**src/include/stopwatch_params.svh**
```systemverilog
`ifndef STOPWATCH_PARAMS_SVH
`define STOPWATCH_PARAMS_SVH

// clock cycles per hundredth of a second at 100 MHz
`define SW_TICK_DIV 1000000

// flops per button synchronizer chain
`define SW_SYNC_STAGES 2

`endif

```
**src/source/stopwatch_pkg.sv**
```systemverilog
`default_nettype none

package stopwatch_pkg;

  typedef enum logic [2:0] {
    MODE_HALT    = 3'd0,
    MODE_RUN     = 3'd1,
    MODE_EDIT_D0 = 3'd2,
    MODE_EDIT_D1 = 3'd3,
    MODE_EDIT_D2 = 3'd4,
    MODE_EDIT_D3 = 3'd5
  } sw_mode_e;

  // one-cycle press pulses
  typedef struct packed {
    logic start_stop;
    logic set;
    logic change;
  } btn_events_t;

  // d3 tens of seconds .. d0 hundredths
  typedef struct packed {
    logic [3:0] d3;
    logic [3:0] d2;
    logic [3:0] d1;
    logic [3:0] d0;
  } time_bcd_t;

  // active low patterns with bit 0 as segment a
  typedef struct packed {
    logic [6:0] hex3;
    logic [6:0] hex2;
    logic [6:0] hex1;
    logic [6:0] hex0;
  } seg7_bus_t;

endpackage

`default_nettype wire

```
**src/source/button_conditioner.sv**
```systemverilog
`timescale 1ns/1ps
`default_nettype none

`include "stopwatch_params.svh"

module button_conditioner
  import stopwatch_pkg::*;
(
  input  wire         clk100_i,
  input  wire         rstn_i,
  input  wire         start_stop_i,
  input  wire         set_i,
  input  wire         change_i,
  output btn_events_t events_o
);

  localparam int n_btn = $bits(btn_events_t);

  btn_events_t      raw_lvl;
  logic [n_btn-1:0] press_vec;

  assign raw_lvl.start_stop = start_stop_i;
  assign raw_lvl.set        = set_i;
  assign raw_lvl.change     = change_i;

  for (genvar i = 0; i < n_btn; i++) begin : g_btn
    logic [`SW_SYNC_STAGES-1:0] sync_q;
    logic                       hist_q;
    logic                       press_q;
    logic                       sync_lvl;

    assign sync_lvl = sync_q[`SW_SYNC_STAGES-1];

    always_ff @(posedge clk100_i or negedge rstn_i) begin
      if (!rstn_i) begin
        sync_q  <= '0;
        hist_q  <= 1'b0;
        press_q <= 1'b0;
      end else begin
        sync_q  <= {sync_q[`SW_SYNC_STAGES-2:0], raw_lvl[i]};
        hist_q  <= sync_lvl;
        // rising edge of the synchronized level
        press_q <= sync_lvl & ~hist_q;
      end
    end

    assign press_vec[i] = press_q;
  end

  assign events_o = btn_events_t'(press_vec);

endmodule

`default_nettype wire

```
**src/source/centisecond_ticker.sv**
```systemverilog
`timescale 1ns/1ps
`default_nettype none

`include "stopwatch_params.svh"

module centisecond_ticker #(
  parameter int tick_div = `SW_TICK_DIV
) (
  input  wire  clk100_i,
  input  wire  rstn_i,
  input  wire  run_i,
  output logic tick_o
);

  localparam int cnt_w = (tick_div > 1) ? $clog2(tick_div) : 1;
  localparam logic [cnt_w-1:0] cnt_last = cnt_w'(tick_div - 1);

  logic [cnt_w-1:0] cnt_q;
  logic             wrap;

  assign wrap = (cnt_q == cnt_last);

  always_ff @(posedge clk100_i or negedge rstn_i) begin
    if (!rstn_i) begin
      cnt_q  <= '0;
      tick_o <= 1'b0;
    end else if (!run_i) begin
      // prescaler held at zero while stopped
      cnt_q  <= '0;
      tick_o <= 1'b0;
    end else begin
      tick_o <= wrap;
      if (wrap) begin
        cnt_q <= '0;
      end else begin
        cnt_q <= cnt_q + 1'b1;
      end
    end
  end

endmodule

`default_nettype wire

```
**src/source/time_keeper.sv**
```systemverilog
`timescale 1ns/1ps
`default_nettype none

module time_keeper
  import stopwatch_pkg::*;
(
  input  wire              clk100_i,
  input  wire              rstn_i,
  input  wire btn_events_t events_i,
  input  wire              tick_i,
  output logic             run_o,
  output time_bcd_t        time_o
);

  sw_mode_e  mode_q;
  sw_mode_e  mode_d;
  time_bcd_t time_q;
  time_bcd_t time_d;
  logic      count_en;
  logic [3:0] carry;

  function automatic logic [3:0] bcd_inc(input logic [3:0] digit);
    logic [3:0] next;
    if (digit >= 4'd9) begin
      next = 4'd0;
    end else begin
      next = digit + 4'd1;
    end
    return next;
  endfunction

  always_comb begin
    mode_d = mode_q;
    case (mode_q)
      MODE_HALT: begin
        if (events_i.start_stop) begin
          mode_d = MODE_RUN;
        end else if (events_i.set) begin
          mode_d = MODE_EDIT_D0;
        end
      end
      MODE_RUN: begin
        // set is ignored while counting
        if (events_i.start_stop) begin
          mode_d = MODE_HALT;
        end
      end
      MODE_EDIT_D0: begin
        if (events_i.set) begin
          mode_d = MODE_EDIT_D1;
        end
      end
      MODE_EDIT_D1: begin
        if (events_i.set) begin
          mode_d = MODE_EDIT_D2;
        end
      end
      MODE_EDIT_D2: begin
        if (events_i.set) begin
          mode_d = MODE_EDIT_D3;
        end
      end
      MODE_EDIT_D3: begin
        if (events_i.set) begin
          mode_d = MODE_HALT;
        end
      end
      default: begin
        mode_d = MODE_HALT;
      end
    endcase
  end

  // carry[i] advances digit i
  assign count_en = (mode_q == MODE_RUN) && tick_i;
  assign carry[0] = count_en;
  assign carry[1] = carry[0] && (time_q.d0 == 4'd9);
  assign carry[2] = carry[1] && (time_q.d1 == 4'd9);
  assign carry[3] = carry[2] && (time_q.d2 == 4'd9);

  always_comb begin
    time_d = time_q;
    if (carry[0]) begin
      time_d.d0 = bcd_inc(time_q.d0);
    end
    if (carry[1]) begin
      time_d.d1 = bcd_inc(time_q.d1);
    end
    if (carry[2]) begin
      time_d.d2 = bcd_inc(time_q.d2);
    end
    // d3 wraps too, so 99.99 rolls to 00.00
    if (carry[3]) begin
      time_d.d3 = bcd_inc(time_q.d3);
    end
    // edit increments never carry
    if (events_i.change) begin
      case (mode_q)
        MODE_EDIT_D0: time_d.d0 = bcd_inc(time_q.d0);
        MODE_EDIT_D1: time_d.d1 = bcd_inc(time_q.d1);
        MODE_EDIT_D2: time_d.d2 = bcd_inc(time_q.d2);
        MODE_EDIT_D3: time_d.d3 = bcd_inc(time_q.d3);
        default: ;
      endcase
    end
  end

  always_ff @(posedge clk100_i or negedge rstn_i) begin
    if (!rstn_i) begin
      mode_q <= MODE_HALT;
      time_q <= '0;
    end else begin
      mode_q <= mode_d;
      time_q <= time_d;
    end
  end

  assign run_o  = (mode_q == MODE_RUN);
  assign time_o = time_q;

endmodule

`default_nettype wire

```
**src/source/seg7_display.sv**
```systemverilog
`timescale 1ns/1ps
`default_nettype none

module seg7_display
  import stopwatch_pkg::*;
(
  input  wire time_bcd_t time_i,
  output seg7_bus_t      segs_o
);

  // active low patterns with bit 6 as segment g
  function automatic logic [6:0] seg7_encode(input logic [3:0] digit);
    logic [6:0] pattern;
    case (digit)
      4'd0:    pattern = 7'b1000000;
      4'd1:    pattern = 7'b1111001;
      4'd2:    pattern = 7'b0100100;
      4'd3:    pattern = 7'b0110000;
      4'd4:    pattern = 7'b0011001;
      4'd5:    pattern = 7'b0010010;
      4'd6:    pattern = 7'b0000010;
      4'd7:    pattern = 7'b1111000;
      4'd8:    pattern = 7'b0000000;
      4'd9:    pattern = 7'b0010000;
      // blank for non-BCD values
      default: pattern = 7'b1111111;
    endcase
    return pattern;
  endfunction

  always_comb begin
    segs_o.hex0 = seg7_encode(time_i.d0);
    segs_o.hex1 = seg7_encode(time_i.d1);
    segs_o.hex2 = seg7_encode(time_i.d2);
    segs_o.hex3 = seg7_encode(time_i.d3);
  end

endmodule

`default_nettype wire

```
**src/source/stopwatch.sv**
```systemverilog
`timescale 1ns/1ps
`default_nettype none

`include "stopwatch_params.svh"

module stopwatch
  import stopwatch_pkg::*;
#(
  parameter int tick_div = `SW_TICK_DIV
) (
  input  wire        clk100_i,
  input  wire        rstn_i,
  input  wire        start_stop_i,
  input  wire        set_i,
  input  wire        change_i,
  output logic [6:0] hex0_o,
  output logic [6:0] hex1_o,
  output logic [6:0] hex2_o,
  output logic [6:0] hex3_o
);

  btn_events_t events;
  logic        run;
  logic        tick;
  time_bcd_t   time_bcd;
  seg7_bus_t   segs;

  button_conditioner u_btn (
    .clk100_i     (clk100_i),
    .rstn_i       (rstn_i),
    .start_stop_i (start_stop_i),
    .set_i        (set_i),
    .change_i     (change_i),
    .events_o     (events)
  );

  centisecond_ticker #(
    .tick_div (tick_div)
  ) u_ticker (
    .clk100_i (clk100_i),
    .rstn_i   (rstn_i),
    .run_i    (run),
    .tick_o   (tick)
  );

  time_keeper u_keeper (
    .clk100_i (clk100_i),
    .rstn_i   (rstn_i),
    .events_i (events),
    .tick_i   (tick),
    .run_o    (run),
    .time_o   (time_bcd)
  );

  seg7_display u_disp (
    .time_i (time_bcd),
    .segs_o (segs)
  );

  assign hex0_o = segs.hex0;
  assign hex1_o = segs.hex1;
  assign hex2_o = segs.hex2;
  assign hex3_o = segs.hex3;

endmodule

`default_nettype wire

```
**config.mk**
```make
export PLATFORM = sky130hd
export DESIGN_NAME = stopwatch
export DESIGN_NICKNAME = d
export VERILOG_FILES = /design/src/source/stopwatch_pkg.sv /design/src/source/button_conditioner.sv /design/src/source/centisecond_ticker.sv /design/src/source/time_keeper.sv /design/src/source/seg7_display.sv /design/src/source/stopwatch.sv
export VERILOG_INCLUDE_DIRS = /design/src /design/src/include
export SDC_FILE = /design/constraint.sdc
export NUM_CORES = 1
export LEC_CHECK = 0
export BUFFER_PORTS_ARGS = -buffer_cell sky130_fd_sc_hd__buf_2
export CORE_MARGIN = 1.5
export CORE_UTILIZATION = 40
export CTS_BUF_LIST = sky130_fd_sc_hd__clkbuf_2
export DETAILED_ROUTE_END_ITERATION = 8
export PLACE_DENSITY = 0.67
export RECOVER_POWER = 50
export SLEW_MARGIN = 20
export SYNTH_ARGS = -nofsm -noshare
export SYNTH_HDL_FRONTEND = slang
export SYNTH_SLANG_ARGS = --single-unit
```
**constraint.sdc**
```tcl
create_clock -name clk100_i -period 5.45 [get_ports clk100_i]
set_clock_uncertainty 0.2 [all_clocks]
set_input_delay 0.545 -clock clk100_i [delete_from_list [all_inputs] [get_ports clk100_i]]
set_output_delay 0.545 -clock clk100_i [all_outputs]
set_load 0.005 [all_outputs]
```
==> results.md, run 1 <==
* Largest cells by area after synthesis: dfrtp_1 42%, ha_1 7.3%, nor2_1 5.2%
* Final antenna-violating net count at 0
* Final GP Congestion at 0.8394
* DRT Pass-1 Iters at 4
* IO Port Bufs at 32
* Final Hold Violating Endpoints at 0
* Fill cell count at 729
* Status: finished, violations left
* Largest net degree at the start of global routing at 53
* Gr ovfl total at 0
* # rows at 31
* Die Area at a little over 8000 um^2
* Number of synthesized flops with an enable pin at 0
* Crit path largest cell delay at 1930 ps
* Multi-input logic area at between 1500 and 2000 um^2
* DR vias at 2521
* Avg Inst Size Synth at between 8 and 9 um^2
* Hold EP: u_btn.g_btn[2].sync_q[1]
* Pwr Density at roughly 340 nW/um^2
* Cell Count, Final, Fillers Out at 484
* Die X at 90.76 um
* Hold Crit Class: reg2reg
* Layout cells sized above 1 at 14.03%
* Die Y at 90.76 um
* Vias per inst at between 5 and 6
* Antenna diodes at 0
* Worst r2r src: u_keeper.time_o[5]
* Vias in the first global route at 2395
* Gr busiest metal: met2
* GR Layer Usage met1 at 17.77%
* Post-synth top area cell: dfrtp_1
* First-pass GRT wire length at about 10000 um
* Post-synth cell types at 50
* M3 GR Usage at 2.525%
* Ys async rst share at 100.0%
* DRC viols at 0
* Final period utilization at around three fifths
* Number of CTS-inserted buffers at 5
* Design area at about 3400 um^2
* Final worst path period need at about 3300 ps
* Htree depth at 2
* Placed cell count at 472
* 1st-iter DRT viols at roughly 130
* Area growth syn-to-layout at 10.72%
* Data required, critical path at roughly 5300 ps
* Placed cell area at approximately 3300 um^2
* Crit start category: input pin
* R2R depth at 6
* CTS tree: built
* Max-Cap Viols at 1
* Commonest non-fill, non-tap cell in the layout: dfrtp_1
* Leak pwr at 1.505 nW
* Final-stage net count at 407
* Post-DP HPWL at around 4100 um
* Yosys Warn Count at 0
* R2R setup slack at around 3300 ps
* Crit-path leading delay family: buffers and inverters
* Worst Hold Depth at 0
* Yosys reg bits at 52
* Global routing usage on met2 at between 20% and 30%
* Sequential Area at around 1300 um^2
* Netlist Area Pre-Place at 3080 um^2
* Clk root buf: clkbuf_2
* Worst path cell trace: dlygate4sd3_1 > buf_2 > clkbuf_1
* Share of the synthesized area in the top cell type at 42.24%
* Crit. End Element: async pin
* Tot GR Track Use at 14.53%
* Violations in the final reports: max-capacitance violations, max-slew violations
* Starting Density at a little over two fifths
* CTS clock-pin slew for the worst setup and hold paths at ~280 ps
* CP Max Fanout at 52
* Max Clk Rate at about 300 MHz
* Clock Tree Buf Depth at 2
* Buf/Inv on CP at 3
* Seq/Total Area, Yosys at a little over two fifths
* Worst Max-Slew Pin Slew at approximately 2700 ps
* Core area at between 7000 and 8000 um^2
* # Post-CTS Setup Buffers at 0
* Pins Over Slew Limit at 53
* CP arrival at between 3000 and 4000 ps
* Slew HR at -82.86%
* RSZ-0062 raised after global routing: no
* Ys flop type: dfrtp_1
* Final setup viols at 0
* Gate Count Post-Synth at around 350
* RR Endpoint: u_keeper.time_o[12]
* Setup TNS at 0 ps
* Maximum vdd drop at 0.1887 mV
* Post-Syn Nets at around 380
* Min-delay src: u_btn.g_btn[2].sync_q[0]
* Sink Count at 52
* Total power at approximately 1.2 mW
* Worst skew pair latency at ~440 ps
* Crit-path slowest cell: clkbuf_1
* # IOs at 33
* Antenna violations before repair at 0
* Total wire length at 5755 um
* Crit Path Class: in2async
* Wire per inst at 11.89 um
* Most frequent cells in the layout: 52 x dfrtp_1, 43 x nor2_1, 32 x nand2_1, 32 x buf_2, 27 x a21oi_1
-- power breakdown --
part           switching, mW  internal, mW  leakage, nW  total, mW
Clock                  0.136        0.0394       0.0359      0.175
Sequential            0.0852         0.432        0.689      0.518
Combinational          0.259         0.219        0.780      0.478
Total                  0.480         0.690         1.50       1.17
-- cell families (layout without fill, tap and decap cells) --
logic type	after synthesis	count (layout)	synth area share (%)
simple gates	144	144	24.41
compound gates	79	79	14.99
flops	52	52	42.24
buf+inv	39	71	4.833
fa+ha+maj	18	18	7.311
xor+xnor	16	16	4.549
mux	5	5	1.665
-- what timing repair did --
item | 4_1_cts | 5_1_grt
hold endpoints to repair | 55 | 0
gates resized for setup | 0 | 0
hold buffers | 4 | 0
endpoints found under the setup margin | 0 | 0
-- worst max path at each step --
| stage | to | cells past startpoint | startpoint |
|---|---|---|---|
| global placement | hex2_o[3] | 6 | u_keeper.time_o[9] |
| global route | u_keeper.time_o[13] | 3 | rstn_i |
| CTS | hex1_o[3] | 6 | u_keeper.time_o[5] |
| finish | u_ticker.cnt_q[5] | 3 | rstn_i |
| floorplan | u_ticker.cnt_q[18] | 5 | u_ticker.cnt_q[0] |
| detailed placement | hex1_o[3] | 6 | u_keeper.time_o[5] |
-- per-layer routing --
metal	up-vias	wire (um)
met3	4	183
met2	46	2748
met1	1197	2774
li1	1274	-
met5	-	0
met4	0	49
-- flip-flops by register name (all words and copies together) (netlist names) --
register and flops:
u_ticker.cnt_q 20, u_btn.g_btn.press_q 3, u_keeper.time_o 16, u_btn.g_btn.sync_q 6
u_btn.g_btn.hist_q 3, u_ticker.tick_o 1, u_keeper.mode_q 3
-- cell usage after synthesis (all sizes together), types with 2 or more instances --
| library cell | instances |
|---|---|
| nor2 | 43 |
| nand2 | 32 |
| and4b | 3 |
| o21ai | 29 |
| dfrtp | 52 |
| ha | 18 |
| clkbuf | 11 |
| a21oi | 27 |
| mux2i | 4 |
| buf | 2 |
| nor3 | 9 |
| nand4 | 5 |
| a21boi | 2 |
| xnor2 | 14 |
| nor2b | 3 |
| or2 | 5 |
| nor4 | 4 |
| nand3b | 2 |
| or3 | 4 |
| inv | 26 |
| o32ai | 2 |
| a31oi | 5 |
| or4 | 3 |
| and3 | 2 |
| o31ai | 5 |
| nand3 | 13 |
| xor2 | 2 |
| o21a | 2 |
| nand2b | 9 |
| nand4b | 2 |
-- stage by stage --
step / utilization [%] / hold slack [ps] / setup slack [ps]
after global routing: 46.28 / 196.0 / 1645
after detailed placement: 45.06 / 134.7 / 3299
after CTS: 46.33 / 192.3 / 2742
final: 46.28 / 189.9 / 2187
after floorplan: - / 49.41 / 3481
after global placement: 45.06 / 135.6 / 3334
-- cell type report --
cell class | count | share of cell area, %
clock inverter | 3 | 0.8437
multi-input combinational | 262 | 47.80
clock buffer | 5 | 0.7337
sequential | 52 | 38.15
tap | 99 | 3.632
timing repair buffer | 37 | 5.979
inverter | 26 | 2.861
-- worst register-to-register path, cell delays in order (launching register included) --
cell and delay [ps]:
dfrtp_1 510, inv_1 130, ha_1 230, nand4b_1 170, nor2_1 120, a31oi_1 370
mux2_2 380
(Power assumes the default switching activity.)
==> run 2, diff against run 1 <==
==> constraint.sdc (replaced) <==
create_clock -name clk100_i -period 3.4 [get_ports clk100_i]
set_clock_uncertainty 0.2 [all_clocks]
set_input_delay 0.34 -clock clk100_i [delete_from_list [all_inputs] [get_ports clk100_i]]
set_output_delay 0.34 -clock clk100_i [all_outputs]
set_load 0.005 [all_outputs]
==> results.md, run 2 (same netlist as run 1, synthesis figures left out) <==
* Status: complete, no violations
* M3 GR Usage at 2.609% (+0.084 points)
* Leak pwr at 1.490 nW (-0.95%)
* Wire per inst at 11.57 um (-2.7%)
* Final antenna-violating net count at 0 (unchanged)
* Sink Count at 52 (unchanged)
* Buf/Inv on CP at 2 (-1)
* Max FFs per register at 20 (unchanged)
* DRT Pass-1 Iters at 4 (unchanged)
* CP arrival at 1960 ps (-1150 ps)
* Hold Crit Class: reg2reg
* Clock Tree Buf Depth at 2 (unchanged)
* Place WS at 1260 ps (-2038 ps)
* Vias in the first global route at 2297 (-4.1%)
* GR Layer Usage met1 at 18.20% (+0.43 points)
* Crit path largest cell delay at 470 ps (-1460 ps)
* CP Max Fanout at 7 (-87%)
* Clk root buf: clkbuf_2
* Reg power frac at 45.5% (+1.3 points)
* Setup TNS at 0 ps (unchanged)
* Max-Cap Viols at 0 (-1)
* Switching power total at 0.7400 mW (+54%)
* Antenna diodes at 0 (unchanged)
* Data required, critical path at 2860 ps (-2430 ps)
* DRC viols at 0 (unchanged)
* Starting Density at 41.80% (unchanged)
* Sw Ratio at 40.50% (-0.51 points)
* Maximum vdd drop at 0.2685 mV (+42%)
* Crit start category: flip-flop
* Total wire length at 5602 um (-2.7%)
* Vias per inst at 5.128 (-1.5%)
* Crit-path slowest cell: dfrtp_1
* Gr busiest metal: met2
* Worst path cell trace: inv_1 > ha_1 > or2_2 > a21oi_1 > a31oi_1 > buf_2
* Htree depth at 2 (unchanged)
* # rows at 31 (unchanged)
* Comb pwr share at 41.5% (+0.7 points)
* Final GP Congestion at 0.8693 (+3.6%)
* Final worst slack at 895.6 ps (-1292 ps)
* Area growth syn-to-layout at 10.40%
* Largest net degree at the start of global routing at 31 (-42%)
* Final period utilization at 73.66%
* Die Area at 8236 um^2 (unchanged)
* Reg with most FFs: u_ticker.cnt_q
* Layout cells sized above 1 at 13.77% (-0.26 points)
* Global routing usage on met2 at 23.50% (-2.5 points)
* Clock power frac at 13.0% (-2.0 points)
* RSZ-0062 raised after global routing: no
* Final setup viols at 0 (unchanged)
* # IOs at 33 (unchanged)
* Total power at 1.827 mW (+56%)
* Cell Int Power at 1.087 mW (+57%)
* Final Hold Violating Endpoints at 0 (unchanged)
* Final-stage net count at 407 (unchanged)
* Number of CTS-inserted buffers at 5 (unchanged)
* Pwr Density at 537.3 nW/um^2 (+57%)
* Worst skew pair latency at 420 ps (-20 ps)
* # Post-CTS Setup Buffers at 0 (unchanged)
* Crit-path leading delay family: flip-flops
* Core area at 7370 um^2 (unchanged)
* Slew HR at 14.91% (+98 points)
* Most frequent cells in the layout: 52 x dfrtp_1, 43 x nor2_1, 32 x nand2_1
* Final worst path period need at about 2500 ps
* Pins Over Slew Limit at 0 (-100%)
* Antenna violations before repair at 0 (unchanged)
* Crit. End Element: output port
* Worst Max-Slew Pin Slew at 1276 ps (-1467 ps)
* CTS tree: built
* IO Port Bufs at 32 (unchanged)
* Max Clk Rate at between 300 and 400 MHz
* DR vias at 2482 (-1.5%)
* Crit Path Class: reg2out
* Gr ovfl total at 0 (unchanged)
* Post-DP HPWL at 4073 um (-0.35%)
* Die Y at 90.76 um (unchanged)
* First-pass GRT wire length at 9742 um (-3.3%)
* CTS clock-pin slew for the worst setup and hold paths at 250 ps (-30 ps)
* 1st-iter DRT viols at 81 (-35%)
* Tot GR Track Use at 14.06% (-0.48 points)
* Die X at 90.76 um (unchanged)
* Commonest non-fill, non-tap cell in the layout: dfrtp_1
-- run 2: cell types whose count changed in the layout (fill, tap and decap cells not counted), sizes merged --
cell / delta
inv: -3
clkinvlp: +2
buf: -1
clkbuf: +1
clkinv: +1
-- run 2: per-layer routing --
metal	routed length (um)	vias to the layer above
met4	77	0
met1	2741	1141
li1	-	1287
met2	2622	43
met5	0	-
met3	161	11
-- run 2: power groups by stage --
| stage | logic [mW] | registers [mW] | clock network, mW |
|---|---|---|---|
| after global routing | 0.869 | 0.848 | 0.275 |
| after CTS | 0.772 | 0.830 | 0.255 |
| after detailed placement | 0.764 | 0.842 | 0 |
| final | 0.758 | 0.831 | 0.237 |
| after global placement | 0.754 | 0.835 | 0 |
| after floorplan | 0.574 | 0.766 | 0 |
-- run 2: worst paths after layout --
check                                         startpoint                       end  slack (ps)  depth (start not counted)
worst max-delay path                 u_keeper.time_o[13]                 hex3_o[3]         900                          6
worst min-delay path            u_btn.g_btn[2].sync_q[0]  u_btn.g_btn[2].sync_q[1]         180                          0
worst max register to register        u_keeper.time_o[5]       u_keeper.time_o[12]        1240                          6
worst min register to register  u_btn.g_btn[2].sync_q[0]  u_btn.g_btn[2].sync_q[1]         180                          0
max in group asynchronous                         rstn_i         u_ticker.cnt_q[4]        1200                          3
min in group asynchronous                         rstn_i         u_ticker.cnt_q[6]         480                          2
-- run 2: stage by stage --
stage | hold slack (ps) | utilization [%] | std cells | area (um^2)
after detailed placement | 136.3 | 45.06 | 472 | 3321
after global routing | 194.3 | 46.15 | 484 | 3401
after floorplan | -155.6 | - | 353 | 3080
final | 184.2 | 46.15 | 484 | 3401
after global placement | 136.7 | 45.06 | 472 | 3321
after CTS | 168.4 | 46.20 | 484 | 3405
-- run 2: final cells by class --
class	instances	area [um^2]
inverters	26	97.59
repair buffers	37	203.9
clock inverters	3	18.77
clock buffers	5	25.02
fillers	725	3969
well taps	99	123.9
multi-input cells	262	1630
flip-flops and latches	52	1301
-- run 2: repair_timing --
action | CTS | global route
gates resized for setup | 0 | 0
endpoints found under the setup margin | 0 | 0
endpoints found under the hold margin | 25 | 0
hold buffers | 4 | 0
==> run 3, diff against run 2 <==
--- a/config.mk
+++ b/config.mk
@@ -6,6 +6,7 @@
 export SDC_FILE = /design/constraint.sdc
 export NUM_CORES = 1
 export LEC_CHECK = 0
+export ABC_AREA = 1
 export BUFFER_PORTS_ARGS = -buffer_cell sky130_fd_sc_hd__buf_2
 export CORE_MARGIN = 1.5
 export CORE_UTILIZATION = 40
==> constraint.sdc (replaced) <==
create_clock -name clk100_i -period 2.4 [get_ports clk100_i]
set_clock_uncertainty 0.2 [all_clocks]
set_input_delay 0.24 -clock clk100_i [delete_from_list [all_inputs] [get_ports clk100_i]]
set_output_delay 0.24 -clock clk100_i [all_outputs]
set_load 0.005 [all_outputs]
==> results.md, run 3 <==
* Number of CTS-inserted buffers at 5 (unchanged)
* Post-Syn Nets at 458 (+22%)
* Antenna violations before repair at 0 (unchanged)
* CP arrival at 1790 ps (-170 ps)
* Htree depth at 2 (unchanged)
* Worst path cell trace: ha_1 > or2_2 > nand2_1 > o21ai_0 > buf_2
* Post-synth top area cell: dfrtp_1
* Commonest cells in the netlist: 91 x nand2_1, 62 x nor2_1, 52 x dfrtp_1
* Antenna diodes at 0 (unchanged)
* Avg Inst Size Synth at 7.553 um^2 (-13%)
* Buf/Inv on CP at 1 (-1)
* Worst Max-Slew Pin Slew at 1701 ps (+424.8 ps)
* Crit start category: flip-flop
* CTS tree: built
* Post-synth cell types at 34 (-32%)
* CP Max Fanout at 6 (-1)
* Clk root buf: clkbuf_2
* R2R setup slack at 540 ps (-700 ps)
* Slew HR at -13.41% (-28 points)
* Die Y at 93.63 um (+3.2%)
* Ys flop type: dfrtp_1
* Final GP Congestion at 0.9039 (+4.0%)
* Area growth syn-to-layout at 11.31%
* First-pass GRT wire length at 10920 um (+12%)
* Crit-path leading delay family: flip-flops
* CTS clock-pin slew for the worst setup and hold paths at 280 ps (+30 ps)
* Tot GR Track Use at 15.17% (+1.1 points)
* Post-DP HPWL at 4708 um (+16%)
* Data required, critical path at 1960 ps (-900 ps)
* Number of synthesized flops with an enable pin at 0 (unchanged)
* Netlist Area Pre-Place at 3286 um^2 (+6.7%)
* Vias in the first global route at 2596 (+13%)
* Yosys reg bits at 52 (unchanged)
* Crit-path slowest cell: dfrtp_1
* Largest cells by area after synthesis: dfrtp_1 40%, nand2_1 10%, nor2_1 7.1%
* Worst r2r src: u_keeper.time_o[5]
* Largest net degree at the start of global routing at 35 (+13%)
* Status: finished, violations left
* Crit. End Element: output port
* Worst skew pair latency at 440 ps (+20 ps)
* Violations in the final reports: max-capacitance violations, max-slew violations
* Vias per inst at 4.813 (-6.1%)
* Gr ovfl total at 0 (unchanged)
* Clock Tree Buf Depth at 2 (unchanged)
* Final Hold Slack at 180.3 ps (-3.985 ps)
* Yosys Warn Count at 0 (unchanged)
* Wire per inst at 10.54 um (-8.9%)
* Final period utilization at between 90 and 100%
* Finished Core Util at 46.60% (+0.46 points)
* Ys async rst share at 100.0% (unchanged)
* Most common cell in the synthesized netlist: nand2_1
* Commonest non-fill, non-tap cell in the layout: nand2_1
* DRT Pass-1 Iters at 4 (unchanged)
* RSZ-0062 raised after global routing: no
* R2R depth at 9 (+3)
* Setup TNS at 0 ps (unchanged)
* Hold Crit Class: reg2reg
* Max-Cap Viols at 1 (+1)
* Final setup viols at 0 (unchanged)
* RR Endpoint: u_keeper.time_o[15]
* # rows at 32 (+3.2%)
* # Post-CTS Setup Buffers at 0 (unchanged)
* Total wire length at 6082 um (+8.6%)
* Final worst path period need at between 2000 and 2500 ps
* Final antenna-violating net count at 0 (unchanged)
* Most frequent cells in the layout: 91 x nand2_1, 63 x nor2_1, 51 x dfrtp_1
* Pins Over Slew Limit at 35 (+35)
* Worst Setup EP: hex3_o[6]
* Sink Count at 52 (unchanged)
* Pwr Density at 799.5 nW/um^2 (+49%)
* Core area at 7848 um^2 (+6.5%)
* Layout cells sized above 1 at 17.26% (+3.5 points)
* Gate Count Post-Synth at 435 (+23%)
* Critical Path Stages at 5 (-1)
* Reg with most FFs: u_ticker.cnt_q
* Crit Path Class: reg2out
* Crit path largest cell delay at 520 ps (+50 ps)
* Seq/Total Area, Yosys at 39.60% (-2.6 points)
* Final Hold Violating Endpoints at 0 (unchanged)
* Final-stage net count at 497 (+22%)
* Maximum vdd drop at 0.3369 mV (+25%)
* 1st-iter DRT viols at 127 (+57%)
* IO Port Bufs at 32 (unchanged)
* Max Clk Rate at between 400 and 500 MHz
* Max FFs per register at 20 (unchanged)
* DRC viols at 0 (unchanged)
* Starting Density at 41.87% (+0.069 points)
* # IOs at 33 (unchanged)
* Die X at 93.63 um (+3.2%)
* Share of the synthesized area in the top cell type at 39.60% (-2.6 points)
* Leak pwr at 1.763 nW (+18%)
* DR vias at 2777 (+12%)
* Critical path origin: u_keeper.time_o[12]
* Die Area at 8767 um^2 (+6.4%)
* Fill cell count at 817 (+13%)
[run 3: cell types whose count changed after synthesis, moves of 11 or more]
cell	delta
a21oi_1	-24
clkbuf_1	-11
inv_1	+20
nand2_1	+59
nand3_1	+28
nor2_1	+19
xnor2_1	-11
[run 3: power breakdown]
group	internal, mW	total [mW]	switching (mW)
clock	0.174	0.447	0.273
sequential	0.997	1.18	0.183
combinational	0.544	1.30	0.753
total	1.71	2.92	1.21
[run 3: worst min-delay path by stage]
stage / from / endpoint / cells past startpoint
floorplan: rstn_i / u_btn.g_btn[0].hist_q / 0
global placement: rstn_i / u_btn.g_btn[1].sync_q[0] / 1
detailed placement: rstn_i / u_btn.g_btn[0].sync_q[0] / 1
CTS: rstn_i / u_ticker.cnt_q[10] / 2
global route: set_i / u_btn.g_btn[1].sync_q[0] / 2
finish: u_btn.g_btn[2].sync_q[0] / u_btn.g_btn[2].sync_q[1] / 0
[run 3: area by class of cell]
type,count,area [um^2],share of cell area (%)
inverters,55,207.7,5.679
repair buffers,38,214.0,5.850
flip-flops and latches,52,1303,35.61
clock inverters,3,42.54,1.163
well taps,102,127.6,3.490
multi-input cells,322,1738,47.52
clock buffers,5,25.02,0.6842
[run 3: through the flow]
step,worst slack [ps],instance area [um^2],total power [mW],instances
finish,167.3,3657,2.924,577
global route,10.40,3657,3.241,577
CTS,90.95,3660,2.966,577
detailed placement,488.8,3552,2.503,565
global placement,558.3,3552,2.487,565
floorplan,764.5,3286,2.075,435
[run 3: what timing repair did]
action | 4_1_cts | 5_1_grt
resized for setup | 0 | 4
endpoints found under the hold margin | 35 | 0
hold buffers | 4 | 0
setup endpoints to repair | 0 | 7
[run 3: cells by family after synthesis]
family | after synthesis | synth area share [%]
and+or+nand+nor | 231 | 32.25
buffers and inverters | 61 | 7.425
AOI/OAI and AO/OA | 59 | 10.13
DFF | 52 | 39.60
adders and majority gates | 18 | 6.855
xor gates and xnor gates | 14 | 3.732
[run 3: worst register-to-register path, cell delays in order (launching register included)]
cell     delay, ps
dfrtp_1        480
inv_1          150
ha_1           190
inv_1           50
nor3_1         310
nand3_1        150
nand2_2        130
inv_2           70
nand2_1         60
nand2_1         50
[run 3: routing by layer]
layer / up-vias / share of wire, % / track usage [%]
met3: 5 / 2.6 / 2.358
met1: 1268 / 49 / 19.72
met2: 34 / 48 / 26.27
met4: 0 / 0.77 / 3.856
met5: - / 0 / 0
li1: 1470 / - / -
